## src/fir_defines.svh

```systemverilog
`ifndef FIR_DEFINES_SVH
`define FIR_DEFINES_SVH

// Filter geometry
`define FIR_TAPS       31                   // Delay-line length
`define FIR_FOLD       16                   // Folded sums after symmetric pre-add

// Datapath widths
`define FIR_SAMPLE_W   18                   // Sample, term and sum width
`define FIR_COEF_W     18                   // Coefficient width in Q1.16
`define FIR_PROD_W     36                   // Full multiplier width

// Scaled product slice taken from each multiply
`define FIR_SLICE_HI   (`FIR_PROD_W - 2)    // Bit 34
`define FIR_SLICE_LO   (`FIR_SAMPLE_W - 1)  // Bit 17

// Window select
`define FIR_WIN_W      3                    // Select width
`define FIR_WINDOWS    8                    // Number of built-in windows

// Clock edges from x_in sampled to y updated
// Delay line 1, fold 1, multiply 1, adder tree 4 minus the tap edge
`define FIR_LATENCY    6

`endif
```

## src/fir_pkg.sv

```systemverilog
`default_nettype none

`include "fir_defines.svh"

package fir_pkg;

   typedef logic signed [`FIR_SAMPLE_W-1:0] sample_t;   // Sample, term or sum
   typedef logic signed [`FIR_COEF_W-1:0]   coef_t;     // Q1.16 coefficient
   typedef logic signed [`FIR_PROD_W-1:0]   product_t;  // Full signed product
   typedef logic        [`FIR_WIN_W-1:0]    window_sel_t;

   // Folded sums, index 15 is the center tap
   typedef struct packed {
      sample_t [0:`FIR_FOLD-1] sum;
   } fold_bus_t;

   // One coefficient per folded sum
   typedef struct packed {
      coef_t [0:`FIR_FOLD-1] c;
   } coef_set_t;

   // Scaled products ready for the adder tree
   typedef struct packed {
      sample_t [0:`FIR_FOLD-1] t;
   } term_bus_t;

   // Coefficient sets indexed by window_sel
   // Row entries run from the outer tap pair to the center tap
   localparam coef_set_t FIR_COEF_TABLE [0:`FIR_WINDOWS-1] = '{
      // Hann
      '{'{0, -65, -195, 0, 881, 2071, 2249, 0, -4621, -9036, -8786, 0,
          17661, 39628, 57935, 65060}},
      // Kaiser-Hann
      '{'{-391, -912, -976, 0, 1929, 3663, 3413, 0, -5746, -10519, -9726, 0,
          18305, 40303, 58276, 65207}},
      // Hamming
      '{'{-313, -535, -542, 0, 1241, 2577, 2598, 0, -4938, -9451, -9052, 0,
          17872, 39911, 58189, 65288}},
      // Kaiser-Hamming
      '{'{-163, -474, -585, 0, 1393, 2831, 2790, 0, -5119, -9683, -9195, 0,
          17969, 40019, 58260, 65336}},
      // Blackman
      '{'{0, -24, -76, 0, 413, 1083, 1315, 0, -3317, -7081, -7425, 0,
          16682, 38765, 57878, 65455}},
      // Blackman-Kaiser
      '{'{-22, -114, -193, 0, 689, 1619, 1801, 0, -3979, -8076, -8125, 0,
          17221, 39313, 58080, 65453}},
      // Rectangular
      '{'{-3568, -5407, -4117, 0, 4866, 7570, 5947, 0, -7647, -12616, -10705, 0,
          17842, 37849, 53527, 59453}},
      // Sparse Kaiser, odd taps are zero
      '{'{0, 0, 0, 0, -410, 0, 1234, 0, -2822, 0, 5791, 0,
          -12234, 0, 41139, 65536}}
   };

endpackage

`default_nettype wire

```

## src/fir_coef_bank.sv

```systemverilog
`timescale 1ns/1ps
`default_nettype none

`include "fir_defines.svh"

module fir_coef_bank (
   input  logic                 clk,
   input  logic                 arst_n,
   input  fir_pkg::window_sel_t window_sel,
   output fir_pkg::coef_set_t   coefs
);

   import fir_pkg::*;

   window_sel_t sel_q;  // Select aligned to the clock

   always_ff @(posedge clk or negedge arst_n) begin
      if (!arst_n) begin
         sel_q <= '0;  // Hann after reset
      end else begin
         sel_q <= window_sel;
      end
   end

   assign coefs = FIR_COEF_TABLE[sel_q];  // Row lookup from the package table

   // Every window must pass the center tap, otherwise the gain collapses
   center_coef_a: assert property (
      @(posedge clk) disable iff (!arst_n) coefs.c[`FIR_FOLD-1] != '0
   ) else $error("fir_coef_bank: zero center coefficient for window %0d", sel_q);

endmodule

`default_nettype wire

```

## config.mk

```make
export PLATFORM = sky130hd
export DESIGN_NAME = fir_coef_bank
export DESIGN_NICKNAME = d
export VERILOG_FILES = /design/src/fir_pkg.sv /design/src/fir_coef_bank.sv
export VERILOG_INCLUDE_DIRS = /design/src
export SDC_FILE = /design/constraint.sdc
export NUM_CORES = 1
export LEC_CHECK = 0
export BUFFER_PORTS_ARGS = -buffer_cell sky130_fd_sc_hd__clkbuf_2
export CAP_MARGIN = 20
export CORE_AREA = 3 3 114 116
export DETAILED_ROUTE_END_ITERATION = 16
export DIE_AREA = 0 0 117 119
export HOLD_SLACK_MARGIN = 0.02
export PLACE_DENSITY_LB_ADDON = 0.25
export SYNTH_ARGS = -nofsm -noshare
export SYNTH_HDL_FRONTEND = slang
export SYNTH_SLANG_ARGS = --single-unit
```

## constraint.sdc

```tcl
create_clock -name clk -period 1.94 [get_ports clk]
set_input_delay 0.388 -clock clk [delete_from_list [all_inputs] [get_ports clk]]
set_output_delay 0.388 -clock clk [all_outputs]
set_load 0.01 [all_outputs]
```

==> results.tsv, run 1 <==
stage	metric	value	unit
setup_path	max_stage_delay	440	ps
setup_path	path_cells	ha_1 -> and2_4 -> buf_6 -> nor2_1 -> clkbuf_2	
global_routing	grt_util_all_layers	0.103	
setup_path	cp.required	1550	ps
sta	fin_setup_tns	0	ps
drt	via_per_inst	3.46	
yosys	yosysTopAreaCell	buf_4	
clocking	root_buffer	clkbuf_16	
global_routing	grt_pass1_vias	1784	
setup_path	worstPathArrival	1540	ps
sta	fin_crit	1930	ps
drt	drt-initial-drc-count	46	
floorplanning	die_x	117	µm
clocking	clockBufferDepth	2	
sta	drv_slew	0	
sta	hold_viol	0	
yosys	synth_area	2360	µm²
cells_and_area	areaGrowthSynthToFinish	33.5	%
setup_path	startpoint_type	register	
yosys	yosysWarnings	0	
drt	routed_wl	8.27	mm
global_routing	antenna_found_initial	0	
clocking	cts.sinks	3	
cells_and_area	top_regs	sel_q (3)	
cells_and_area	num-fill-cells	1345	
yosys	synth-seq-cells	3	
placed_design	dp_hpwl	7.12	mm
cells_and_area	nets	501	
setup_path	end_kind	output pin	
floorplanning	io_pins	293	
setup_path	crit_slowest_cell	dfrtp_2	
sta	rsz0062_at_grt	true	
drt	wl_per_cell	13.3	µm
yosys	synth_cells	346	
floorplanning	start_util	0.196	
cells_and_area	regMostFlops	sel_q	
global_routing	grt_max_degree	20	
floorplanning	coreArea	12000	µm²
floorplanning	die_height	119	µm
yosys	ys_seq_area_frac	0.0318	
yosys	synth_top_cell_area_share	0.595	
clocking	clkTransAtPathRegs	30	ps
yosys	synth.avg_cell_area	6.82	µm²
job	max-cap-violations	0	
floorplanning	rows	40	
drt	route.vias.total	2156	
cells_and_area	final_cells	624	
cells_and_area	drive_gt1_frac	0.637	
cells_and_area	final_util	0.262	
placed_design	numPortBuffers	209	
global_routing	globalRouteMet2Util	0.192	
drt	drtPass1Iterations	4	
global_routing	grtUsageMet3	0.0229	
cells_and_area	diodes	0	
sta	post-route-period-util	0.995	
setup_path	critPathMaxFanout	9	
sta	max_freq	518	MHz
yosys	synth.distinct_cells	20	
drt	antenna_left	0	
placed_design	placed_cells	607	
power	p_leak	1.92	nW
power	vdd_drop_max	0.532	mV
global_routing	gr-max-usage-layer	met2	
placed_design	gp_congestion	0.713	
run_status	status	completed	
yosys	yosys-top-cells-area	buf_4, ha_1, nand2_1	
power	cellPowerDensity	412	nW/µm²
sta	worst_slack	10.2	ps
setup_path	crit_type	register to output pin	
placed_design	post-place-ws	13.7	ps
clocking	cts_made_buffers	3	
clocking	cts.htree.levels	1	
sta	finalSetupViolations	0	
clocking	cts_tree	built	
global_routing	grt_pass1_wl	11.2	mm
cells_and_area	largest_reg_flops	3	
global_routing	grt.overflow.total	0	
drt	drc	0	
floorplanning	die-area	13900	µm²
global_routing	use_met1	0.127	
hold_path	hold_class	primary input to register	
-- layout make-up --
cell class | instances | area [µm²] | area share
Sequential cell | 3 | 78.8 | 0.0250
Multi-Input combinational cell | 209 | 1310 | 0.415
Clock buffer | 4 | 78.8 | 0.0250
Timing Repair inverter | 1 | 7.51 | 0.00238
Tap cell | 147 | 184 | 0.0584
Inverter | 18 | 83.8 | 0.0266
Timing Repair Buffer | 242 | 1410 | 0.448
-- through the flow --
stage	instance area [µm²]	hold WS [ps]	power, mW
floorplan	2680	92.4	0.788
global placement	2620	202	0.884
detailed placement	2620	198	0.878
CTS	2950	270	1.27
global route	3150	277	1.41
finish	3150	274	1.30
-- what timing repair did --
action	in CTS	in global routing
gates resized for setup	47	57
gates cloned	2	0
hold buffers	1	0
endpoints found under the hold margin	3	0
setup buffers	5	6
endpoints found under the setup margin	135	106
pin swaps	2	3
-- cell families after synthesis --
kind of cell    share of synthesized area
compound gates                     0.0721
fa+ha+maj                          0.0954
buf+inv                             0.648
flops                              0.0318
other cells                       0.00318
simple gates                        0.149
-- critical path: cells and delay by family, from the launching register on --
family	cells	cell delay [ps]
fa+ha+maj	1	230
buf+inv	2	300
flops	1	440
simple gates	2	330
-- routing by layer --
metal / up-vias / part of all wire
met5: - / 0
met4: 0 / 0
met3: 0 / 0.079
met2: 131 / 0.52
met1: 981 / 0.40
li1: 1044 / -
-- placed cells by master (no fill, tap or decap), types with 2 or more instances in the layout --
cell type and instances:
nand2b_4 3, nor2b_1 2, or2_4 3, nor2_2 5, clkinvlp_4 2, ha_2 6
buf_4 21, ha_4 7, nand2_2 6, buf_6 11, buf_12 3, ha_1 5
conb_1 83, clkbuf_2 189, inv_1 12, clkbuf_16 3, nor2b_4 4, nor2_1 14
a21oi_1 12, or2_2 2, dfrtp_2 3, a21boi_1 2, buf_2 16, nor2b_2 4
nand2_1 21, nand2b_1 8, a21oi_2 6, o21ai_0 11, inv_4 3
-- cell usage after synthesis --
| cell | instances |
|---|---|
| dfrtp_1 | 3 |
| o21ai_0 | 13 |
| nand2_1 | 27 |
| or2_1 | 1 |
| buf_4 | 187 |
| inv_1 | 17 |
| ha_1 | 18 |
| clkbuf_1 | 3 |
| or2_2 | 5 |
| and2_1 | 1 |
| inv_2 | 1 |
| a21oi_1 | 18 |
| a21boi_1 | 1 |
| conb_1 | 2 |
| a21boi_0 | 1 |
| buf_2 | 5 |
| nand2b_1 | 11 |
| buf_6 | 2 |
| nor2b_1 | 10 |
| nor2_1 | 20 |
-- final timing paths --
path,startpoint,end,cells after the start
min in group asynchronous,arst_n,sel_q[2],2
max,sel_q[0],coefs[2],5
max in group asynchronous,arst_n,sel_q[0],2
min,window_sel[2],sel_q[2],1
-- power breakdown --
group          internal [mW]  switching [mW]  total (mW)
combinational          0.354           0.545       0.900
sequential            0.0668         0.00977      0.0766
clock                  0.271          0.0512       0.322
Power figures use the tool's default switching activity.
==> run 2, diff against run 1 <==
==> constraint.sdc (replaced) <==
create_clock -name clk -period 1.94 [get_ports clk]
set_input_delay 0.388 -clock clk [delete_from_list [all_inputs] [get_ports clk]]
set_output_delay 0.388 -clock clk [all_outputs]
set_load 0.02 [all_outputs]
==> results.tsv, run 2 (synthesis gave the netlist of run 1 again) <==
stage	metric	value	unit	change
cells_and_area	final_cells	629		+0.80%
drt	via_per_inst	3.47		+0.45%
floorplanning	io_pins	293		unchanged
cells_and_area	num-fill-cells	1321		-1.8%
sta	post-route-period-util	1.03		+0.0320
setup_path	cp.required	1550	ps	about the same
sta	fin_crit	1990	ps	+62.1 ps
placed_design	dp_hpwl	7.17	mm	+0.68%
sta	rsz0062_at_grt	true		
drt	routed_wl	8.25	mm	-0.31%
drt	antenna_left	0		unchanged
global_routing	grt_util_all_layers	0.100		-0.00268
clocking	cts.sinks	3		unchanged
power	cellPowerDensity	494	nW/µm²	+20%
power	power	1.69	mW	+30%
cells_and_area	drive_gt1_frac	0.668		+0.0307
drt	drc	0		unchanged
clocking	root_buffer	clkbuf_16		
job	max-cap-violations	0		unchanged
global_routing	grt.overflow.total	0		unchanged
cells_and_area	nets	506		+1.0%
global_routing	antenna_found_initial	0		unchanged
drt	route.vias.total	2183		+1.3%
floorplanning	die_x	117	µm	unchanged
floorplanning	rows	40		unchanged
cells_and_area	final_common_cell	clkbuf_2		
setup_path	end_kind	output pin		
clocking	clockBufferDepth	2		unchanged
floorplanning	coreArea	12000	µm²	unchanged
cells_and_area	largest_reg_flops	3		unchanged
run_status	status	finished, violations left		
placed_design	numPortBuffers	209		unchanged
clocking	cts_made_buffers	3		unchanged
sta	hold_ws	287	ps	+13.0 ps
global_routing	grt_pass1_vias	1825		+2.3%
global_routing	grt_max_degree	30		+50%
floorplanning	die_height	119	µm	unchanged
floorplanning	start_util	0.196		unchanged
sta	finalSetupViolations	37		+37
setup_path	worstPathArrival	1600	ps	+60 ps
sta	max_freq	502	MHz	-3.1%
clocking	cts_tree	built		
hold_path	hold_class	primary input to register		
cells_and_area	areaGrowthSynthToFinish	45.2	%	
drt	wl_per_cell	13.1	µm	-1.1%
placed_design	gp_congestion	0.768		+7.6%
sta	hold_viol	0		unchanged
drt	drtPass1Iterations	4		unchanged
setup_path	crit_type	register to output pin		
setup_path	critPathMaxFanout	29		+20
clocking	clkTransAtPathRegs	30	ps	about the same
cells_and_area	final_cell_mix	clkbuf_2, conb_1, buf_4, nand2_1, buf_6		
drt	drt-initial-drc-count	51		+11%
floorplanning	die-area	13900	µm²	unchanged
cells_and_area	regMostFlops	sel_q		
sta	drv_slew	0		unchanged
cells_and_area	top_regs	sel_q (3)		
sta	fin_setup_tns	-1660	ps	-1660 ps
power	vdd_drop_max	0.231	mV	-57%
run_status	violations	negative setup slack		
placed_design	placed_cells	610		+0.49%
power	p_leak	2.04	nW	+6.2%
global_routing	grt_pass1_wl	11.0	mm	-2.3%
cells_and_area	diodes	0		unchanged
setup_path	startpoint_type	register		
clocking	cts.htree.levels	1		unchanged
placed_design	post-place-ws	-142	ps	-156 ps
sta	worst_slack	-51.9	ps	-62.1 ps
run 2: where the power goes:
group	internal [mW]	total (mW)	switching [mW]	leakage [nW]
registers	0.0669	0.0748	0.00788	0.0320
clock network	0.271	0.324	0.0529	0.0382
logic	0.435	1.29	0.858	1.97
total	0.773	1.69	0.919	2.04
run 2: path summary, 6_finish.rpt:
| check | from | to | cells after the start |
|---|---|---|---|
| max | sel_q[1] | coefs[269] | 5 |
| min | window_sel[2] | sel_q[2] | 1 |
| max in group asynchronous | arst_n | sel_q[0] | 2 |
| min in group asynchronous | arst_n | sel_q[1] | 2 |
run 2: repair_timing:
item	4_1_cts	5_1_grt
hold buffers	1	0
pin swaps	3	6
cloned	0	1
setup buffers	3	11
gates resized for setup	66	141
hold endpoints to repair	3	0
endpoints found under the setup margin	138	147
run 2: cell type report:
cell class | count | area [µm²] | share of cell area
sequential | 3 | 78.8 | 0.0230
timing repair buffer | 247 | 1620 | 0.472
tap | 147 | 184 | 0.0537
multi-input combinational | 209 | 1370 | 0.401
inverter | 18 | 86.3 | 0.0252
clock buffer | 4 | 78.8 | 0.0230
timing repair inverter | 1 | 7.51 | 0.00219
run 2: metrics by stage:
| stage | area, µm² | util |
|---|---|---|
| after global placement | 2700 | 0.225 |
| final | 3430 | 0.285 |
| after CTS | 3050 | 0.254 |
| after global routing | 3430 | 0.285 |
| after floorplan | 2740 | - |
| after detailed placement | 2700 | 0.225 |
run 2: metal layers:
layer  vias to the layer above  global-route usage  part of all wire
li1                       1055                   -                 -
met1                       994               0.113              0.36
met2                       132               0.197              0.54
met3                         2              0.0213             0.090
met4                         0             0.00430            0.0012
met5                         -                   0                 0
run 2: critical path: stages (launching register included):
cell        delay, ps
dfrtp_2           440
ha_1              190
and2_4            270
clkinvlp_4        140
buf_12            160
clkbuf_2          160
