[src/fir_defines.svh]
`ifndef FIR_DEFINES_SVH
`define FIR_DEFINES_SVH

// Filter geometry
`define FIR_TAPS       31                   // Delay-line length
`define FIR_FOLD       16                   // Folded sums after symmetric pre-add

// Datapath widths
`define FIR_SAMPLE_W   18                   // Sample, term and sum width
`define FIR_COEF_W     18                   // Coefficient width in Q1.16
`define FIR_PROD_W     36                   // Full multiplier width

// Scaled product slice taken from each multiply
`define FIR_SLICE_HI   (`FIR_PROD_W - 2)    // Bit 34
`define FIR_SLICE_LO   (`FIR_SAMPLE_W - 1)  // Bit 17

// Window select
`define FIR_WIN_W      3                    // Select width
`define FIR_WINDOWS    8                    // Number of built-in windows

// Clock edges from x_in sampled to y updated
// Delay line 1, fold 1, multiply 1, adder tree 4 minus the tap edge
`define FIR_LATENCY    6

`endif
[src/fir_pkg.sv]
`default_nettype none

`include "fir_defines.svh"

package fir_pkg;

   typedef logic signed [`FIR_SAMPLE_W-1:0] sample_t;   // Sample, term or sum
   typedef logic signed [`FIR_COEF_W-1:0]   coef_t;     // Q1.16 coefficient
   typedef logic signed [`FIR_PROD_W-1:0]   product_t;  // Full signed product
   typedef logic        [`FIR_WIN_W-1:0]    window_sel_t;

   // Folded sums, index 15 is the center tap
   typedef struct packed {
      sample_t [0:`FIR_FOLD-1] sum;
   } fold_bus_t;

   // One coefficient per folded sum
   typedef struct packed {
      coef_t [0:`FIR_FOLD-1] c;
   } coef_set_t;

   // Scaled products ready for the adder tree
   typedef struct packed {
      sample_t [0:`FIR_FOLD-1] t;
   } term_bus_t;

   // Coefficient sets indexed by window_sel
   // Row entries run from the outer tap pair to the center tap
   localparam coef_set_t FIR_COEF_TABLE [0:`FIR_WINDOWS-1] = '{
      // Hann
      '{'{0, -65, -195, 0, 881, 2071, 2249, 0, -4621, -9036, -8786, 0,
          17661, 39628, 57935, 65060}},
      // Kaiser-Hann
      '{'{-391, -912, -976, 0, 1929, 3663, 3413, 0, -5746, -10519, -9726, 0,
          18305, 40303, 58276, 65207}},
      // Hamming
      '{'{-313, -535, -542, 0, 1241, 2577, 2598, 0, -4938, -9451, -9052, 0,
          17872, 39911, 58189, 65288}},
      // Kaiser-Hamming
      '{'{-163, -474, -585, 0, 1393, 2831, 2790, 0, -5119, -9683, -9195, 0,
          17969, 40019, 58260, 65336}},
      // Blackman
      '{'{0, -24, -76, 0, 413, 1083, 1315, 0, -3317, -7081, -7425, 0,
          16682, 38765, 57878, 65455}},
      // Blackman-Kaiser
      '{'{-22, -114, -193, 0, 689, 1619, 1801, 0, -3979, -8076, -8125, 0,
          17221, 39313, 58080, 65453}},
      // Rectangular
      '{'{-3568, -5407, -4117, 0, 4866, 7570, 5947, 0, -7647, -12616, -10705, 0,
          17842, 37849, 53527, 59453}},
      // Sparse Kaiser, odd taps are zero
      '{'{0, 0, 0, 0, -410, 0, 1234, 0, -2822, 0, 5791, 0,
          -12234, 0, 41139, 65536}}
   };

endpackage

`default_nettype wire

[src/fir_delay_line.sv]
`timescale 1ns/1ps
`default_nettype none

`include "fir_defines.svh"

module fir_delay_line (
   input  logic             clk,
   input  logic             arst_n,
   input  fir_pkg::sample_t x_in,
   output fir_pkg::fold_bus_t fold
);

   import fir_pkg::*;

   sample_t                  half_in;  // Input scaled by one half
   sample_t [0:`FIR_TAPS-1]  taps;     // Tap 0 is the newest sample
   fold_bus_t                fold_d;

   assign half_in = x_in >>> 1;  // Arithmetic shift keeps the sign

   // Shift register
   always_ff @(posedge clk or negedge arst_n) begin
      if (!arst_n) begin
         taps <= '0;
      end else begin
         taps[0] <= half_in;
         for (int i = 1; i < `FIR_TAPS; i++) begin
            taps[i] <= taps[i-1];
         end
      end
   end

   // Symmetric pre-add, one sum per mirrored tap pair
   always_comb begin
      for (int i = 0; i < `FIR_FOLD - 1; i++) begin
         fold_d.sum[i] = taps[i] + taps[`FIR_TAPS-1-i];  // Wraps at 18 bits
      end
      fold_d.sum[`FIR_FOLD-1] = taps[`FIR_FOLD-1];       // Center tap alone
   end

   always_ff @(posedge clk or negedge arst_n) begin
      if (!arst_n) begin
         fold <= '0;
      end else begin
         fold <= fold_d;
      end
   end

   // Any X on x_in spreads through every later stage
   taps_known_a: assert property (
      @(posedge clk) disable iff (!arst_n) !$isunknown(taps)
   ) else $error("fir_delay_line: unknown value in tap register");

endmodule

`default_nettype wire

[config.mk]
export PLATFORM = sky130hd
export DESIGN_NAME = fir_delay_line
export DESIGN_NICKNAME = d
export VERILOG_FILES = /design/src/fir_pkg.sv /design/src/fir_delay_line.sv
export VERILOG_INCLUDE_DIRS = /design/src
export SDC_FILE = /design/constraint.sdc
export NUM_CORES = 1
export LEC_CHECK = 0
export BUFFER_PORTS_ARGS = -buffer_cell sky130_fd_sc_hd__buf_2
export CELL_PAD_IN_SITES_DETAIL_PLACEMENT = 0
export CELL_PAD_IN_SITES_GLOBAL_PLACEMENT = 2
export CORE_ASPECT_RATIO = 2
export CORE_MARGIN = 5
export CORE_UTILIZATION = 41
export CTS_CLUSTER_SIZE = 20
export DETAILED_ROUTE_END_ITERATION = 8
export PLACE_DENSITY_LB_ADDON = 0.25
export SLEW_MARGIN = 10
export SYNTH_ARGS = -nofsm -noshare
export SYNTH_HDL_FRONTEND = slang
export SYNTH_SLANG_ARGS = --single-unit
[constraint.sdc]
create_clock -name clk -period 2.7 [get_ports clk]
set_input_delay 0.135 -clock clk [delete_from_list [all_inputs] [get_ports clk]]
set_output_delay 0.135 -clock clk [all_outputs]
set_load 0.005 [all_outputs]
==> reports/metrics.csv, run 1 <==
metric,value,unit
routed len/inst,21.5,µm
largest net degree at the start of global routing,91,
Starting DRT DRC Count,760,
CTS tree,yes,
worst path bufs/invs,0,
clk buf depth,3,
drt first pass iters,5,
"Clk pin slew, worst setup/hold paths",60,ps
initial core utilization,0.413,
Fmax,382,MHz
Via density,5.12,
fin crit share,0.970,
area delta synth->final,22.2,%
"EDFF count, synth",0,
HPWL after DPL,67.0,mm
remaining antenna violation count,0,
Horiz. Die Dim,207,µm
slowest CP cell,dfrtp_1,
# port buffers,306,
clock sink count,797,
Skew-Pair Late Insertion Delay,640,ps
highest net fanout along the worst path,2,
antenna violations before repair,1,
filler instances,6757,
yosys warns,0,
register area share after synthesis,0.628,
CORE AREA,76900,µm²
CTS Buf Count,74,
synthesis-stage register bit count,797,
synthesized area per cell,13.0,µm²
Crit path max-delay family,compound AO/OA/AOI/OAI gates,
cell area after synthesis,31800,µm²
CP Class,flip-flop to flip-flop,
Synth area leader,dfrtp_1,
share of cells above drive strength 1,0.225,
status,completed,
first-pass GRT wire length,132,mm
register area,19900,µm²
Main synth FF type,dfrtp_1,
top-area cell type share of the netlist area,0.628,
final setup fails,0,
worst-margin pin slew,684,ps
Detailed Route WL,87.6,mm
CP most frequent cell,o21ai_0,
R2R Path Start,taps[235],
H-tree depth,3,
DRC Markers,0,
Clock Skew,11.4,ps
Critical Path RT,3260,ps
Die Footprint,83500,µm²
Tmin final,2620,ps
WP data arrival,3180,ps
CTS Root Cell,clkbuf_16,
synthesized instance count,2440,
via count,20900,
Power Density,755,nW/µm²
total power after layout,29.3,mW
Final Cell Area,38800,µm²
GPL Wtd Cong,0.878,
Worst VDD drop,0.000505,V
headroom to the max-slew limit,0.544,
Hold WC Path Type,input port to asynchronous set/reset pin,
Synth area leaders,"dfrtp_1, ha_1, xnor2_1",
Hold Worst Slack,64.9,ps
Final Hold Fails,0,
cell row count,144,
Pleak,18.3,nW
CP endpoint kind,flip-flop,
placed cell areas,35900,µm²
CP cell instances,ha_1 > a211oi_2 > o21ai_0 > a21oi_1 > o21ai_0 > or2_2 > a21boi_0 > xnor2_1,
Max Cap Violations,0,
multi-input logic area,11500,µm²
crit path launch,taps[235],
grt total ovfl,0,
Die H,404,µm
asr flop ratio synth,1.00,
Synth cell types,66,
NumNets Final,3291,
number of global-route vias before repair,23900,
Mapped Nets,2730,
Slew Limit Fails,0,
Critical Path Start Type,flip-flop,
I/O pins,308,
Total GRT Usage,0.211,
"Largest stage delay, worst path",380,ps
Fin Setup TNS,0,ps
Diodes inserted,0,
==> worst reg2reg max path: stages (launching register included) <==
cell	delay, ps
dfrtp_1	380
ha_1	320
a211oi_2	310
o21ai_0	200
a21oi_1	300
o21ai_0	280
or2_2	370
a21boi_0	230
xnor2_1	150
==> cell type report <==
cell class | count | area share
tap | 1022 | 0.0329
timing repair buffer | 516 | 0.0847
clock buffer | 106 | 0.0566
clock inverter | 21 | 0.00484
sequential | 797 | 0.514
inverter | 103 | 0.00996
multi-input combinational | 1509 | 0.297
==> stage by stage <==
stage          setup WS, ps   util  cells
2_1_floorplan           333      -   2440
3_3_place_gp           -424  0.467   3921
3_5_place_dp           -450  0.467   3921
4_1_cts               0.619  0.502   4069
5_1_grt               -1.69  0.505   4074
6_report               81.5  0.505   4074
==> cells in the final DEF (no fill, tap or decap), types with 77 or more instances in the layout <==
cell type,n
clkbuf_16,77
nand2_1,94
xnor2_1,133
a21oi_1,148
ha_1,254
buf_2,305
a21o_1,90
o21ai_0,102
inv_1,103
dfrtp_1,797
buf_4,182
nor2_1,158
==> what timing repair did <==
item / in CTS / in global routing
setup endpoints to repair: 27 / 47
pin swaps: 10 / 9
endpoints found under the hold margin: 274 / 0
setup buffers: 3 / 5
hold buffers: 18 / 0
cloned: 0 / 0
gates resized for setup: 28 / 54
==> cell families (layout without fill, tap and decap cells) <==
logic type               after synthesis  after routing  synth area share
buffers and inverters                134            746            0.0180
AO/OA/AOI/OAI                        608            608             0.126
multiplexers                           2              2          0.000630
XOR/XNOR                             189            189            0.0521
adder cells (fa/ha/maj)              270            270             0.110
flip-flops                           797            797             0.628
AND/OR/NAND/NOR                      440            440            0.0658
==> worst paths after layout <==
kind / endpoint / slack, ps / depth (start not counted)
setup / recovery: fold[49] / 80 / 8
hold / removal: taps[253] / 60 / 2
setup reg to reg: fold[49] / 80 / 8
hold reg to reg: taps[268] / 350 / 0
max in group asynchronous: fold[56] / 1630 / 3
min in group clk: taps[554] / 130 / 2
==> layer usage <==
metal  up-vias  share of wire  wire length [µm]  GRT usage
met5         -              0                 0          0
met4         0          0.061              5310      0.114
met3       206          0.057              4950     0.0486
met2       526           0.55             48200      0.403
met1     10400           0.33             29200      0.204
li1       9706              -                 -          -
==> where the power goes <==
| group | switching (mW) | internal, mW | total (mW) | leakage [nW] |
|---|---|---|---|---|
| Clock | 4.58 | 5.94 | 10.5 | 1.19 |
| Sequential | 0.565 | 13.1 | 13.7 | 9.29 |
| Combinational | 2.87 | 2.21 | 5.08 | 7.86 |
| Total | 8.01 | 21.3 | 29.3 | 18.3 |
==> state kept, by name (all words and copies together) (netlist names) <==
signal  cells
taps      510
fold_d     17
fold      270
==> Yosys cell counts (all sizes together), types with 6 or more instances <==
library cell / n
dfrtp: 797
ha: 255
nor2: 159
a21oi: 157
xnor2: 133
o21ai: 126
inv: 103
nand2: 94
a21o: 90
xor2: 56
o21a: 42
nor2b: 39
nor3: 31
a211oi: 30
nand3: 28
a31oi: 20
o21bai: 20
buf: 18
fa: 15
o31a: 15
clkbuf: 13
o211ai: 13
nand4: 12
o31ai: 12
or2: 12
a21boi: 11
and2: 11
nand2b: 10
nor4: 10
or3: 9
a311oi: 8
a22oi: 7
a31o: 6
a41o: 6
o41ai: 6
No activity file was read; power rests on OpenSTA's default activity.
==> run 2: changes to the inputs <==
- ABC_AREA: default -> 1
- CORE_UTILIZATION: 41 -> 38
- CTS_CLUSTER_SIZE: 20 -> 30
==> run 2 against run 1 <==
Cell count is 27% higher. Combinational power fell by 4.1%. Global-route usage rose by 1.0 points. Worst hold slack better by 47 ps. Register-to-register slack improved by 320 ps.
==> reports/metrics.csv, run 2 <==
metric,value,unit,change
status,completed,,
Total GRT Usage,0.221,,+0.0104
routed len/inst,20.6,µm,-4.3%
Die Footprint,97000,µm²,+16%
"Clk pin slew, worst setup/hold paths",70,ps,about the same
cell area after synthesis,34400,µm²,+8.2%
CTS tree,yes,,
initial core utilization,0.381,,-0.0316
post-CTS setup buffer count,0,,-3
register area share after synthesis,0.580,,-0.0479
Mapped Nets,3816,,+40%
Clock Skew,20.5,ps,+9.09 ps
setup slack at placement,400,ps,+850 ps
R2R depth,10,,+2
CP Class,flip-flop to flip-flop,,
Final Non-Filler Cells,5185,,+27%
Placed Cells,5027,,+28%
NetSw,8.68,mW,+8.4%
yosys warns,0,,unchanged
asr flop ratio synth,1.00,,unchanged
multi-input logic area,12700,µm²,+10%
Main synth FF type,dfrtp_1,,
fin crit share,0.853,,-0.117
worst path bufs/invs,1,,+1
clk buf depth,3,,unchanged
final setup fails,0,,unchanged
Pleak,21.3,nW,+16%
CTS Root Cell,clkbuf_16,,
via count,24100,,+15%
Die H,435,µm,+7.9%
Comb pwr share,0.161,,-0.012
Starting DRT DRC Count,1081,,+42%
I/O pins,308,,unchanged
"Worst Setup Slack, final",398,ps,+317 ps
Detailed Route WL,107,mm,+22%
Critical Path RT,3250,ps,about the same
hold depth,2,,
Horiz. Die Dim,223,µm,+7.7%
largest net degree at the start of global routing,90,,-1.1%
filler instances,8784,,+30%
synthesis-stage register bit count,797,,unchanged
"EDFF count, synth",0,,unchanged
Final Hold Fails,0,,unchanged
Seq pwr share,0.458,,-0.010
Synth cell types,22,,-67%
Critical Path Start Type,flip-flop,,
Power Density,745,nW/µm²,-1.3%
share of cells above drive strength 1,0.130,,-0.0953
NumNets Final,4229,,+29%
Critical Path Stages,10,,+2
first-pass GRT wire length,161,mm,+21%
Synth area leaders,"dfrtp_1, nand2_1, ha_1",,
number of global-route vias before repair,26500,,+11%
Clk pwr share,0.381,,+0.022
Fmax,434,MHz,+14%
CORE AREA,90200,µm²,+17%
DRC Markers,0,,unchanged
Pint,21.5,mW,+0.89%
slowest CP cell,fa_1,,
worst-margin pin slew,730,ps,+45.5 ps
Tmin final,2300,ps,-317 ps
drt first pass iters,5,,unchanged
Synth area leader,dfrtp_1,,
RSZ-0062 raised after global routing,no,,
headroom to the max-slew limit,0.512,,-0.0320
Switching Fraction,0.288,,+0.0144
# port buffers,306,,unchanged
Worst VDD drop,0.000535,V,+6.0%
CTS Buf Count,75,,+1.4%
GPL Wtd Cong,0.887,,+1.0%
Slew Limit Fails,0,,unchanged
Crit path max-delay family,simple AND/OR/NAND/NOR gates,,
"commonest non-fill, non-tap cell in the layout",nand2_1,,
area delta synth->final,17.7,%,
antenna violations before repair,1,,unchanged
Hold WC Path Type,input port to flip-flop,,
remaining antenna violation count,0,,unchanged
synthesized instance count,3526,,+45%
H-tree depth,3,,unchanged
cell row count,156,,+8.3%
Via density,4.65,,-9.3%
top-area cell type share of the netlist area,0.580,,-0.0479
Max Cap Violations,0,,unchanged
grt total ovfl,0,,unchanged
max FFs per register,510,,unchanged
CP endpoint kind,flip-flop,,
synthesized area per cell,9.75,µm²,-25%
highest net fanout along the worst path,4,,+2
placed cell areas,37600,µm²,+4.8%
HPWL after DPL,86.2,mm,+29%
Fin Setup TNS,0,ps,unchanged
clock sink count,797,,unchanged
CP cell instances,ha_1 > inv_1 > fa_1 > nand3b_1 > nand2_1 > nand3_1 > nand2_1 > nand2_1 > nand3_1 > nand2_1,,
WP data arrival,2850,ps,-330 ps
Skew-Pair Late Insertion Delay,670,ps,+30 ps
top post-synthesis cells by count,"nand2_1, dfrtp_1, inv_1",,
most common cell in the netlist,nand2_1,,
register area,19900,µm²,unchanged
"leading cell types in the layout, fill and taps excluded","nand2_1, dfrtp_1, inv_1, buf_2, ha_1",,
largest reg by FF count,taps,,
CP most frequent cell,nand2_1,,
"Largest stage delay, worst path",410,ps,+30 ps
Final Cell Area,40500,µm²,+4.3%
run 2: cell count changes after synthesis, moves of 56 or more:
cell and delta:
nor2_1 +64, a21o_1 -79, a21oi_1 +65, nand3_1 +176, nand2_1 +949, xnor2_1 -103
o21ai_0 -56, inv_1 +317
run 2: cell type report:
type	count	area share
Antenna cell	2	0.000124
Clock buffer	97	0.0527
Clock inverter	39	0.0126
Inverter	420	0.0390
Multi-Input combinational cell	2291	0.314
Sequential cell	797	0.493
Tap cell	1185	0.0366
Timing Repair Buffer	354	0.0516
run 2: per-stage QoR:
step	power [mW]	hold WS [ps]	utilization
6_report	30.2	112	0.449
5_1_grt	31.7	109	0.449
4_1_cts	30.7	54.7	0.449
3_5_place_dp	19.0	121	0.417
3_3_place_gp	19.0	120	0.417
2_1_floorplan	16.4	-161	-
run 2: path summary, 6_finish.rpt:
path | start | endpoint | slack (ps)
max | taps[540] | fold[286] | 400
min | x_in[12] | taps[551] | 110
max reg2reg | taps[540] | fold[286] | 400
min reg2reg | fold_d[3] | taps[255] | 350
max in group asynchronous | arst_n | fold[203] | 720
min in group asynchronous | arst_n | taps[108] | 530
run 2: kinds of logic (layout without fill, tap and decap cells):
kind of cell,Yosys count,count (layout),synth area share
simple gates,1593,1593,0.192
flops,797,797,0.580
buf+inv,438,910,0.0498
compound gates,308,308,0.0464
fa+ha+maj,270,270,0.102
xor+xnor,120,120,0.0306
other cells,0,2,0
run 2: worst reg2reg max path, cell delays in order (launching register included):
cell and delay (ps):
dfrtp_1 370, ha_1 320, inv_1 90, fa_1 410, nand3b_1 170, nand2_1 170, nand3_1 100, nand2_1 240
nand2_1 160, nand3_1 100, nand2_1 50
run 2: layer usage:
metal  track usage  share of wire  vias to the layer above
li1              -              -                    12000
met1         0.212           0.34                    11400
met2         0.439           0.57                      511
met3        0.0309          0.033                      225
met4         0.127          0.065                        2
met5             0        0.00010                        -
run 2: power groups by stage:
stage	logic, mW	clock network (mW)	registers [mW]
finish	4.87	11.5	13.8
global route	5.51	12.3	13.9
CTS	5.00	11.9	13.8
global placement	4.94	0	14.0
detailed placement	4.94	0	14.0
floorplan	2.60	0	13.8
run 2: what timing repair did:
action	CTS	global route
hold buffers	20	0
hold endpoints to repair	576	0
gates resized for setup	0	0
