<file path="src/fir_defines.svh">
`ifndef FIR_DEFINES_SVH
`define FIR_DEFINES_SVH

// Filter geometry
`define FIR_TAPS       31                   // Delay-line length
`define FIR_FOLD       16                   // Folded sums after symmetric pre-add

// Datapath widths
`define FIR_SAMPLE_W   18                   // Sample, term and sum width
`define FIR_COEF_W     18                   // Coefficient width in Q1.16
`define FIR_PROD_W     36                   // Full multiplier width

// Scaled product slice taken from each multiply
`define FIR_SLICE_HI   (`FIR_PROD_W - 2)    // Bit 34
`define FIR_SLICE_LO   (`FIR_SAMPLE_W - 1)  // Bit 17

// Window select
`define FIR_WIN_W      3                    // Select width
`define FIR_WINDOWS    8                    // Number of built-in windows

// Clock edges from x_in sampled to y updated
// Delay line 1, fold 1, multiply 1, adder tree 4 minus the tap edge
`define FIR_LATENCY    6

`endif
</file>
<file path="src/fir_pkg.sv">
`default_nettype none

`include "fir_defines.svh"

package fir_pkg;

   typedef logic signed [`FIR_SAMPLE_W-1:0] sample_t;   // Sample, term or sum
   typedef logic signed [`FIR_COEF_W-1:0]   coef_t;     // Q1.16 coefficient
   typedef logic signed [`FIR_PROD_W-1:0]   product_t;  // Full signed product
   typedef logic        [`FIR_WIN_W-1:0]    window_sel_t;

   // Folded sums, index 15 is the center tap
   typedef struct packed {
      sample_t [0:`FIR_FOLD-1] sum;
   } fold_bus_t;

   // One coefficient per folded sum
   typedef struct packed {
      coef_t [0:`FIR_FOLD-1] c;
   } coef_set_t;

   // Scaled products ready for the adder tree
   typedef struct packed {
      sample_t [0:`FIR_FOLD-1] t;
   } term_bus_t;

   // Coefficient sets indexed by window_sel
   // Row entries run from the outer tap pair to the center tap
   localparam coef_set_t FIR_COEF_TABLE [0:`FIR_WINDOWS-1] = '{
      // Hann
      '{'{0, -65, -195, 0, 881, 2071, 2249, 0, -4621, -9036, -8786, 0,
          17661, 39628, 57935, 65060}},
      // Kaiser-Hann
      '{'{-391, -912, -976, 0, 1929, 3663, 3413, 0, -5746, -10519, -9726, 0,
          18305, 40303, 58276, 65207}},
      // Hamming
      '{'{-313, -535, -542, 0, 1241, 2577, 2598, 0, -4938, -9451, -9052, 0,
          17872, 39911, 58189, 65288}},
      // Kaiser-Hamming
      '{'{-163, -474, -585, 0, 1393, 2831, 2790, 0, -5119, -9683, -9195, 0,
          17969, 40019, 58260, 65336}},
      // Blackman
      '{'{0, -24, -76, 0, 413, 1083, 1315, 0, -3317, -7081, -7425, 0,
          16682, 38765, 57878, 65455}},
      // Blackman-Kaiser
      '{'{-22, -114, -193, 0, 689, 1619, 1801, 0, -3979, -8076, -8125, 0,
          17221, 39313, 58080, 65453}},
      // Rectangular
      '{'{-3568, -5407, -4117, 0, 4866, 7570, 5947, 0, -7647, -12616, -10705, 0,
          17842, 37849, 53527, 59453}},
      // Sparse Kaiser, odd taps are zero
      '{'{0, 0, 0, 0, -410, 0, 1234, 0, -2822, 0, 5791, 0,
          -12234, 0, 41139, 65536}}
   };

endpackage

`default_nettype wire

</file>
<file path="src/fir_adder_tree.sv">
`timescale 1ns/1ps
`default_nettype none

`include "fir_defines.svh"

module fir_adder_tree (
   input  logic               clk,
   input  logic               arst_n,
   input  fir_pkg::term_bus_t terms,
   output fir_pkg::sample_t   y
);

   import fir_pkg::*;

   localparam int L1_N = `FIR_FOLD / 2;  // 8 sums
   localparam int L2_N = L1_N / 2;       // 4 sums
   localparam int L3_N = L2_N / 2;       // 2 sums

   sample_t lvl1 [0:L1_N-1];
   sample_t lvl2 [0:L2_N-1];
   sample_t lvl3 [0:L3_N-1];

   // Pairwise sums, each level wraps at 18 bits
   always_ff @(posedge clk or negedge arst_n) begin
      if (!arst_n) begin
         for (int i = 0; i < L1_N; i++) begin
            lvl1[i] <= '0;
         end
         for (int i = 0; i < L2_N; i++) begin
            lvl2[i] <= '0;
         end
         for (int i = 0; i < L3_N; i++) begin
            lvl3[i] <= '0;
         end
         y <= '0;
      end else begin
         for (int i = 0; i < L1_N; i++) begin
            lvl1[i] <= terms.t[2*i] + terms.t[2*i+1];
         end
         for (int i = 0; i < L2_N; i++) begin
            lvl2[i] <= lvl1[2*i] + lvl1[2*i+1];
         end
         for (int i = 0; i < L3_N; i++) begin
            lvl3[i] <= lvl2[2*i] + lvl2[2*i+1];
         end
         y <= lvl3[0] + lvl3[1];  // Final level is the output
      end
   end

   // An X here means an unknown coefficient or tap upstream
   y_known_a: assert property (
      @(posedge clk) disable iff (!arst_n) !$isunknown(y)
   ) else $error("fir_adder_tree: y is unknown");

endmodule

`default_nettype wire

</file>
<file path="config.mk">
export PLATFORM = sky130hd
export DESIGN_NAME = fir_adder_tree
export DESIGN_NICKNAME = d
export VERILOG_FILES = /design/src/fir_pkg.sv /design/src/fir_adder_tree.sv
export VERILOG_INCLUDE_DIRS = /design/src
export SDC_FILE = /design/constraint.sdc
export NUM_CORES = 1
export LEC_CHECK = 0
export BUFFER_PORTS_ARGS = -buffer_cell sky130_fd_sc_hd__buf_4
export CAP_MARGIN = 20
export CORE_MARGIN = 5
export CORE_UTILIZATION = 61
export CTS_CLUSTER_SIZE = 20
export DETAILED_ROUTE_END_ITERATION = 7
export PLACE_DENSITY_LB_ADDON = 0.1
export SYNTH_ARGS = -nofsm -noshare
export SYNTH_HDL_FRONTEND = slang
export SYNTH_SLANG_ARGS = --single-unit
export TNS_END_PERCENT = 10
</file>
<file path="constraint.sdc">
create_clock -name clk -period 5.75 [get_ports clk]
set_clock_uncertainty 0.05 [all_clocks]
set_input_delay 1.15 -clock clk [delete_from_list [all_inputs] [get_ports clk]]
set_output_delay 1.15 -clock clk [all_outputs]
set_load 0.005 [all_outputs]
</file>
==> results by group, run 1 <==
Detailed routing
  – Vias per cell: slightly below 6
  – Number of routed nets with antenna violations: 0
  – WL final: ~44 mm
  – TritonRoute pass-1 iters: 5
  – Wirelength per Cell: between 15 and 20 microns
  – DR iter-0 viols: between 700 and 800
  – DRC: 0
  – Via count: around 15000

Global routing
  – GRT Util Overall: 0.2566
  – Vias in the first global route: between 15000 and 20000
  – Gr ovfl total: 0
  – Initial antenna violation count: 0
  – Largest net degree at the start of global routing: between 100 and 150
  – First-pass GRT wire length: roughly 73 mm

Power and ir drop
  – Switching share of power: 0.3962
  – Switching power: 0.004071 W
  – Flop pwr share: 0.289
  – Power Dens Cells: around 460 nW/um^2
  – P_leak: between 10 and 15 nW
  – Peak supply drop: between 0.2 and 0.3 mV
  – Clock share of power: 0.174
  – Internal power: a little over 0.006 W
  – Logic pwr share: 0.538

Cells and area
  – Area grow syn2layout: 19.79%
  – Most common cell after layout, fill and taps aside: buf_4
  – Layout Nets: between 2000 and 3000
  – Ant diodes: 0
  – Share of layout cells above drive strength 1: 0.1709
  – Commonest non-fill, non-tap cells in the layout: buf_4 (307), dfrtp_1 (270), ha_1 (255), a21oi_1 (172), xnor2_1 (163)
  – Final Non-Filler Cells: around 2600

Timing
  – Worst Tran Pin Value: 0.9172 ns
  – Hold Slack: 0.4247 ns
  – Slew Viols, Final: 0
  – Hold Fails Final Rpt: 0
  – Max Clock Freq: 0.3125 GHz
  – Fin Setup TNS: 0 ns
  – Final period utilization: 0.5566
  – Crit path time final: ~3.2 ns
  – PnR worst setup slack: 2.550 ns
  – RSZ-0062 raised after global routing: no
  – Max-Slew Margin vs Limit: 0.3885
  – Final setup fails: 0

Synth
  – Async set-reset flop share out of synthesis: 1.000
  – Share of the synthesized area in the top cell type: 0.3639
  – Most used DFF post-synth: dfrtp_1
  – Syn Area/Cell: 9.855 sq um
  – Seq/Total Area, Yosys: 0.3639
  – Post-synthesis register bit count: 270
  – EDFF count, synth: 0
  – Synth Net Count: between 2000 and 2500
  – Yosys Warn Count: 0
  – Post-Syn Area: 18570 sq um
  – Yosys cell types: between 60 and 70
  – Largest area contributor in the netlist: dfrtp_1
  – Largest cells by area after synthesis: dfrtp_1 (36%), ha_1 (17%), xnor2_1 (7.7%)
  – Post-Syn Instances: 1884

Setup path
  – Critical path class: in -> reg
  – CP Capture Type: register
  – Reg2reg setup slack: between 2 and 3 ns
  – Worst endpoint required time: 6.12 ns
  – Startpoint Class: input pin
  – CP arrival: 3.57 ns
  – Crit Path Max Fanout: 3

Clock network
  – Clk Tree Root Cell: clkbuf_16
  – CTS resizes: 0
  – Clk sinks: 270
  – Htree depth: 1
  – Clock-pin slew on the worst setup and hold paths: 0.06 ns
  – Hold Buf Count CTS: 0
  – CTS tree: done
  – Worst skew pair latency: ~0.53 ns
  – Post-CTS setup repair buffer count: 0
  – Max clock buf depth: 3
  – CTS Buf Count: 28

Floorplan
  – Core Area: 29870 sq um
  – Num rows: 63
  – Num ports: approximately 300
  – Die H: between 150 and 200 microns
  – Initial Utilization: 0.6215
  – Die area: 34030 sq um
  – Width of the die: 184.5 microns

Place
  – Post-DP HPWL: about 36 mm
  – Placed insts: 2564
  – Routability congestion estimate: between 0.8 and 0.9
  – Post-place setup slack: roughly 2.1 ns
  – Port Buffers: 307

Run status
  – Result of the run: complete, no violations

Hold path
  – Hold Path Class: reg -> reg

Flow run
  – Maxcap violations: 0
-- state kept, by name (all words and copies together), names as in the netlist --
register	cells
lvl2	72
lvl3	36
lvl1	144
y	18
-- logic make-up after synthesis --
| logic type | share of synthesized area |
|---|---|
| xor+xnor | 0.1090 |
| compound gates | 0.2127 |
| buf+inv | 0.02386 |
| simple gates | 0.1026 |
| fa+ha+maj | 0.1880 |
| flops | 0.3639 |
-- stage by stage --
| stage | total power (W) | instance area [sq um] | util |
|---|---|---|---|
| floorplan | 0.006972 | 18570 | - |
| global placement | 0.008251 | 21320 | 0.7137 |
| detailed placement | 0.008426 | 21320 | 0.7137 |
| CTS | 0.01030 | 22240 | 0.7444 |
| global route | 0.01108 | 22240 | 0.7444 |
| finish | 0.01028 | 22240 | 0.7444 |
-- worst max-delay path, cell delays in order --
cell	delay [ns]
buf_4	0.08
ha_1	0.19
inv_1	0.07
fa_1	0.39
nor2b_1	0.12
o21ai_0	0.10
a21boi_0	0.50
o21ai_0	0.30
nor4_1	0.37
o22ai_1	0.16
xnor2_1	0.14
-- final timing paths --
check                      depth (start not counted)        end  startpoint
min reg2reg                                        1    lvl2[0]    lvl1[18]
max in group asynchronous                          2  lvl1[133]      arst_n
max                                               11   lvl1[34]   terms[36]
min                                                1    lvl2[0]    lvl1[18]
min in group asynchronous                          1    lvl3[0]      arst_n
max reg2reg                                       10   lvl2[70]   lvl1[108]
-- power groups by stage --
stage | registers, W | clock network, W | logic (W)
2_1_floorplan | 0.00284 | 0 | 0.00413
3_3_place_gp | 0.00297 | 0 | 0.00528
3_5_place_dp | 0.00299 | 0 | 0.00544
4_1_cts | 0.00297 | 0.00182 | 0.00551
5_1_grt | 0.00302 | 0.00190 | 0.00616
6_report | 0.00297 | 0.00178 | 0.00552
-- synth_stat cells (34+ instances only) --
master	count
ha_1	255
nor2_1	112
a21oi_1	172
nand2_1	91
nand3_1	34
xor2_1	68
nor2b_1	39
xnor2_1	163
inv_1	99
dfrtp_1	270
o21ai_0	104
a21o_1	96
-- cell type report --
| class | count | area, sq um |
|---|---|---|
| clock inverter | 10 | 110.1 |
| sequential | 270 | 6756 |
| fill | 2236 | 7635 |
| inverter | 99 | 371.6 |
| multi-input combinational | 1496 | 11370 |
| timing repair buffer | 309 | 2340 |
| clock buffer | 40 | 807.0 |
| tap | 390 | 488.0 |
-- metal layers --
layer | vias up | part of all wire | GRT usage
li1 | 7486 | - | -
met1 | 7148 | 0.45 | 0.3545
met2 | 435 | 0.49 | 0.4436
met3 | 59 | 0.053 | 0.02960
met4 | 0 | 0.015 | 0.04673
met5 | - | 0 | 0
(Power assumes the default switching activity.)
==> run 2: changes to the inputs <==
Settings changed: ABC_AREA from default to 1, CORE_UTILIZATION 61 to 53.
Clock period 5.75 ns to 2.8 ns, I/O delays scaled along.
==> run 2 against run 1 <==
Die area is 29% higher; final cell count grew 47%; sequential share of layout area is 3.4 points lower; wire length grew 19%; largest cell class unchanged; largest power group unchanged.
==> results by group, run 2 <==
Floorplan
  – Die H: 209.1 microns
  – Width of the die: around 210 microns
  – Core Area: 39460 sq um
  – Die area: 43720 sq um
  – Initial Utilization: 0.5325
  – Num rows: 73
  – Num ports: around 300

Timing
  – Hold Slack: 0.1797 ns
  – Crit path time final: around 2.0 ns
  – RSZ-0062 raised after global routing: no
  – Final period utilization: 0.7133
  – Hold Fails Final Rpt: 0
  – Final setup fails: 0
  – Max-Slew Margin vs Limit: 0.6511
  – Max Clock Freq: about 0.50 GHz
  – Fin Setup TNS: 0 ns
  – Slew Viols, Final: 0
  – Worst Tran Pin Value: around 0.52 ns

Synth
  – EDFF count, synth: 0
  – Share of the synthesized area in the top cell type: 0.3216
  – Post-Syn Area: 21010 sq um
  – Most common cell in the netlist: nand2_1
  – Seq/Total Area, Yosys: 0.3216
  – Yosys Warn Count: 0
  – Largest cells by area after synthesis: dfrtp_1 (32%), nand2_1 (19%), ha_1 (15%)
  – Synth Net Count: 3523
  – Async set-reset flop share out of synthesis: 1.000
  – Largest area contributor in the netlist: dfrtp_1
  – Most used DFF post-synth: dfrtp_1
  – Commonest cells in the synthesized netlist: nand2_1 (1037), inv_1 (424), dfrtp_1 (270)
  – Yosys cell types: 22
  – Post-synthesis register bit count: 270
  – Syn Area/Cell: slightly above 7 sq um
  – Post-Syn Instances: roughly 3000

Global routing
  – First-pass GRT wire length: between 80 and 90 mm
  – GRT Util Overall: 0.2376
  – Initial antenna violation count: 1
  – Vias in the first global route: 18619
  – Gr ovfl total: 0
  – Largest net degree at the start of global routing: ~100

Detailed routing
  – Wirelength per Cell: ~14 microns
  – Via count: 19287
  – WL final: 52.74 mm
  – DRC: 0
  – Vias per cell: approximately 5
  – DR iter-0 viols: between 1000 and 1500
  – Number of routed nets with antenna violations: 0
  – TritonRoute pass-1 iters: 5

Cells and area
  – Most flops, register: lvl1
  – Area grow syn2layout: 19.21%
  – Multi-input logic area: 12660 sq um
  – Biggest regs: lvl1 x144, lvl2 x72, lvl3 x36
  – Layout Nets: around 3900
  – Max reg flops: around 140
  – Sequential cell area: 6756 sq um
  – Share of layout cells above drive strength 1: 0.1164
  – Final Non-Filler Cells: slightly below 4000
  – Ant diodes: 0
  – Fill count: between 3000 and 4000
  – Commonest non-fill, non-tap cells in the layout: nand2_1 (1037), inv_1 (424), buf_4 (306), dfrtp_1 (270), ha_1 (255)
  – Most common cell after layout, fill and taps aside: nand2_1

Clock network
  – Htree depth: 1
  – CTS tree: done
  – Worst skew pair latency: approximately 0.56 ns
  – Clk Tree Root Cell: clkbuf_16
  – Max clock buf depth: 3
  – Clock-pin slew on the worst setup and hold paths: 0.06 ns
  – Clk sinks: 270
  – CTS resizes: 0
  – CTS Buf Count: 29

Power and ir drop
  – Final Power: between 0.02 and 0.025 W
  – Logic pwr share: 0.539
  – Switching power: between 0.009 and 0.01 W
  – Peak supply drop: roughly 0.65 mV
  – Flop pwr share: 0.280
  – Internal power: about 0.012 W
  – Clock share of power: 0.181
  – P_leak: ~14 nW
  – Switching share of power: 0.4408
  – Power Dens Cells: around 860 nW/um^2

Run status
  – Result of the run: complete, no violations

Setup path
  – Reg2reg setup slack: approximately 0.80 ns
  – Startpoint Class: register
  – CP Capture Type: register
  – CP arrival: between 2 and 2.5 ns
  – Worst endpoint required time: between 3 and 4 ns
  – R2r worst-path depth: 10
  – Crit Reg-Reg Startpoint: lvl2[18]
  – Critical path class: reg -> reg
  – Crit Path Max Fanout: 4
  – RR Endpoint: lvl3[16]

Hold path
  – Hold Path Class: in -> reg
  – Worst hold stages: 2
  – Worst-case hold path end point: lvl1[0]
  – HP Start: terms[18]

Place
  – Post-DP HPWL: ~45 mm
  – Routability congestion estimate: 0.9280
  – Port Buffers: 307
  – Placed insts: between 3000 and 4000

Flow run
  – Maxcap violations: 0
==> run 2: changes by cell type after synthesis, moves of 28 or more <==
| cell | delta |
|---|---|
| a31oi_1 | -28 |
| xnor2_1 | -119 |
| a211oi_1 | -32 |
| nor2b_1 | -39 |
| nand3_1 | +170 |
| nor2_1 | +83 |
| nand2_1 | +946 |
| o21a_1 | -31 |
| a21oi_1 | +66 |
| a21o_1 | -83 |
| inv_1 | +325 |
==> run 2: layer usage <==
layer	track usage	up-vias	part of all wire
met5	0	-	0
met4	0.03870	0	0.015
met3	0.02462	53	0.044
met2	0.4054	407	0.47
met1	0.3353	8713	0.47
li1	-	10114	-
==> run 2: power by group through the flow <==
stage / Combinational, W / Sequential (W) / Clock [W]
floorplan: 0.00850 / 0.00574 / 0
global placement: 0.0114 / 0.00612 / 0
detailed placement: 0.0116 / 0.00612 / 0
CTS: 0.0116 / 0.00607 / 0.00396
global route: 0.0133 / 0.00616 / 0.00413
finish: 0.0116 / 0.00604 / 0.00389
==> run 2: logic make-up after synthesis <==
group,synth area share
XOR/XNOR,0.05628
adder cells (fa/ha/maj),0.1662
AND/OR/NAND/NOR,0.2986
AO/OA/AOI/OAI,0.08165
buffers and inverters,0.07575
flip-flops,0.3216
==> run 2: area by class of cell <==
class                           count  area share
Multi-Input combinational cell   2269      0.5055
Sequential cell                   270      0.2698
Timing Repair Buffer              311     0.09511
Inverter                          424     0.06354
Clock buffer                       40     0.03422
Tap cell                          525     0.02623
Clock inverter                     12    0.005595
==> run 2: metrics by stage <==
step                        util  setup slack [ns]  area, sq um
after detailed placement  0.6092            0.5509        24040
after floorplan                -            0.8455        21010
after global placement    0.6092            0.5870        24040
after CTS                 0.6348            0.8068        25050
final                     0.6348            0.8026        25050
after global routing      0.6348            0.6286        25050
==> run 2: repair_timing <==
action / CTS / global route
hold buffers: 1 / 0
hold endpoints to repair: 16 / 0
buffers inserted: 0 / 0
==> run 2: worst max path at each step <==
stage | end | startpoint
finish | lvl3[16] | lvl2[18]
floorplan | lvl1[12] | terms[0]
global route | lvl2[48] | lvl1[90]
CTS | lvl2[48] | lvl1[90]
global placement | lvl1[70] | terms[108]
detailed placement | lvl1[34] | terms[54]
==> run 2: worst max-delay path: stages, from the launching register on <==
cell and delay (ns):
dfrtp_1 0.35, ha_1 0.22, inv_1 0.07, fa_1 0.40
nand3b_1 0.17, nand2_1 0.15, nand3_1 0.11, nand2_1 0.16
nand2_1 0.09, nand3_1 0.08, nand2_1 0.05
==> run 3: changes to the inputs <==
Clock period 2.8 ns to 1.8 ns, I/O delays scaled along.
==> run 3 against run 2 <==
The flow now finishes with violations (setup timing); final cell count up 2.1%; critical path depth is 1 lower; wire length up 2.8%; sequential share of layout area down 1.3 points; sequential cell count is the same; non-clock buffer count increased by 83; die area unchanged; count of clock-buffer cells in the layout is 3 lower; register-to-register slack got worse by 0.82 ns; maximum frequency grew 9.9%; global-route usage rose by 0.34 points.
==> results by group, run 3 (synthesized netlist as in run 2, its figures left out) <==
Run status
  – Result of the run: finished with violations
  – Violated checks: setup timing

Floorplan
  – Die H: between 200 and 250 microns
  – Num ports: between 300 and 400
  – Width of the die: between 200 and 250 microns
  – Die area: ~44000 sq um
  – Initial Utilization: 0.5325
  – Num rows: 73
  – Core Area: 39460 sq um

Global routing
  – Initial antenna violation count: 1
  – GRT Util Overall: 0.2409
  – Gr ovfl total: 0
  – Vias in the first global route: between 15000 and 20000
  – First-pass GRT wire length: just under 90 mm
  – Largest net degree at the start of global routing: 70

Place
  – Port Buffers: between 300 and 400
  – Post-DP HPWL: about 45 mm
  – Placed cell area: between 20000 and 25000 sq um
  – Routability congestion estimate: ~0.91

Cells and area
  – Ant diodes: 0
  – Util after Layout: 0.6674
  – Finished Cell Area: between 20000 and 30000 sq um
  – Max reg flops: roughly 140
  – Commonest non-fill, non-tap cells in the layout: nand2_1 (1004), inv_1 (420), buf_4 (383), dfrtp_1 (270), a21oi_1 (221)
  – Layout Nets: slightly below 4000
  – Share of layout cells above drive strength 1: 0.1708
  – Most flops, register: lvl1
  – Biggest regs: lvl1 x144, lvl2 x72, lvl3 x36
  – Area grow syn2layout: 25.34%
  – Most common cell after layout, fill and taps aside: nand2_1

Timing
  – Slew Viols, Final: 0
  – Max-Slew Margin vs Limit: 0.7718
  – Final period utilization: 1.010
  – Fin Setup TNS: -0.01778 ns
  – Crit path time final: around 1.8 ns
  – RSZ-0062 raised after global routing: yes
  – Max Clock Freq: around 0.55 GHz
  – Hold Fails Final Rpt: 0
  – Final setup fails: 1
  – Worst Tran Pin Value: 0.3398 ns
  – PnR worst setup slack: -0.01778 ns

Power and ir drop
  – P_leak: 14.79 nW
  – Final Power: about 0.036 W
  – Peak supply drop: roughly 0.94 mV
  – Power Dens Cells: approximately 1400 nW/um^2

Setup path
  – Critical path class: reg -> reg
  – Slowest cell on crit path: dfrtp_1
  – Crit-path most repeated cell: nand2_1
  – CP arrival: 2.17 ns
  – Startpoint Class: register
  – CP Capture Type: register
  – CP cell instances: ha_4 > a21oi_1 > nor2_1 > nor2_1 > nand2_1 > nand2_1 > nand2_1 > nand2_1 > nand2_1
  – Crit path max-delay family: simple AND/OR/NAND/NOR gates
  – Worst stage delay on the critical path: around 0.44 ns
  – Crit Path Max Fanout: 4
  – Worst endpoint required time: between 2 and 2.5 ns
  – Worst Path Buf+Inv: 0

Detailed routing
  – Number of routed nets with antenna violations: 0
  – DRC: 0
  – Wirelength per Cell: roughly 14 microns
  – DR iter-0 viols: about 1200
  – Vias per cell: roughly 5
  – WL final: 54.20 mm
  – Via count: between 15000 and 20000
  – TritonRoute pass-1 iters: 5

Clock network
  – Worst skew pair latency: roughly 0.57 ns
  – Htree depth: 1
  – Clk Tree Root Cell: clkbuf_16
  – Max clock buf depth: 3
  – CTS tree: done
  – Clock-pin slew on the worst setup and hold paths: ~0.060 ns
  – Clk sinks: 270
  – CTS Buf Count: 30

Hold path
  – Hold Path Class: in -> reg

Flow run
  – Maxcap violations: 0
-- run 3: changes by cell type in the layout (fill, tap and decap cells not counted), sizes merged --
cell         previous run  this run
bufinv                  2         6
clkbuf                 40        37
dlygate4sd3             1         7
inv                   426       425
clkinv                  5         4
buf                   310       387
-- run 3: final timing paths --
check / startpoint / to / slack, ns / cells past startpoint
max: lvl2[22] / lvl3[15] / -0.02 / 9
min reg2reg: lvl1[0] / lvl2[0] / 0.46 / 1
min in group asynchronous: arst_n / lvl1[30] / 0.23 / 2
max reg2reg: lvl2[22] / lvl3[15] / -0.02 / 9
max in group asynchronous: arst_n / lvl1[134] / 0.82 / 3
min: terms[233] / lvl1[125] / 0.04 / 4
-- run 3: metrics by stage --
| stage | cells | hold slack (ns) | setup slack [ns] |
|---|---|---|---|
| floorplan | 2963 | 0.01441 | 0.04552 |
| global placement | 3869 | 0.2157 | -0.1471 |
| detailed placement | 3869 | 0.2180 | -0.2177 |
| CTS | 3927 | 0.01204 | -0.01167 |
| global route | 3933 | 0.02228 | -0.1100 |
| finish | 3933 | 0.03520 | -0.01778 |
-- run 3: worst register-to-register path, stage by stage, from the launching register on --
cell     delay, ns
dfrtp_1       0.44
ha_4          0.26
a21oi_1       0.21
nor2_1        0.08
nor2_1        0.15
nand2_1       0.14
nand2_1       0.12
nand2_1       0.05
nand2_1       0.05
nand2_1       0.10
-- run 3: layout make-up --
class,instances,area [sq um]
fill,3396,13120
tap,525,656.9
clock buffer,37,817.0
inverter,424,1592
sequential,270,6756
multi-input combinational,2269,13250
clock inverter,14,245.2
timing repair buffer,394,3020
-- run 3: routing by layer --
| layer | GRT usage | share of wire |
|---|---|---|
| met1 | 0.3393 | 0.46 |
| met2 | 0.4068 | 0.47 |
| met3 | 0.02642 | 0.051 |
| met4 | 0.04793 | 0.022 |
| met5 | 0 | 0 |
-- run 3: what timing repair did --
item,4_1_cts,5_1_grt
cloned,0,0
setup buffers,0,6
gates resized for setup,16,113
endpoints found under the setup margin,25,58
pin swaps,6,25
hold buffers,7,0
endpoints found under the hold margin,138,0
-- run 3: power by group --
| part | leakage [nW] | total (W) | internal [W] | switching [W] |
|---|---|---|---|---|
| Combinational | 11.1 | 0.0201 | 0.00819 | 0.0119 |
| Clock | 0.512 | 0.00651 | 0.00406 | 0.00245 |
| Sequential | 3.18 | 0.00967 | 0.00830 | 0.00137 |
| Total | 14.8 | 0.0363 | 0.0206 | 0.0157 |
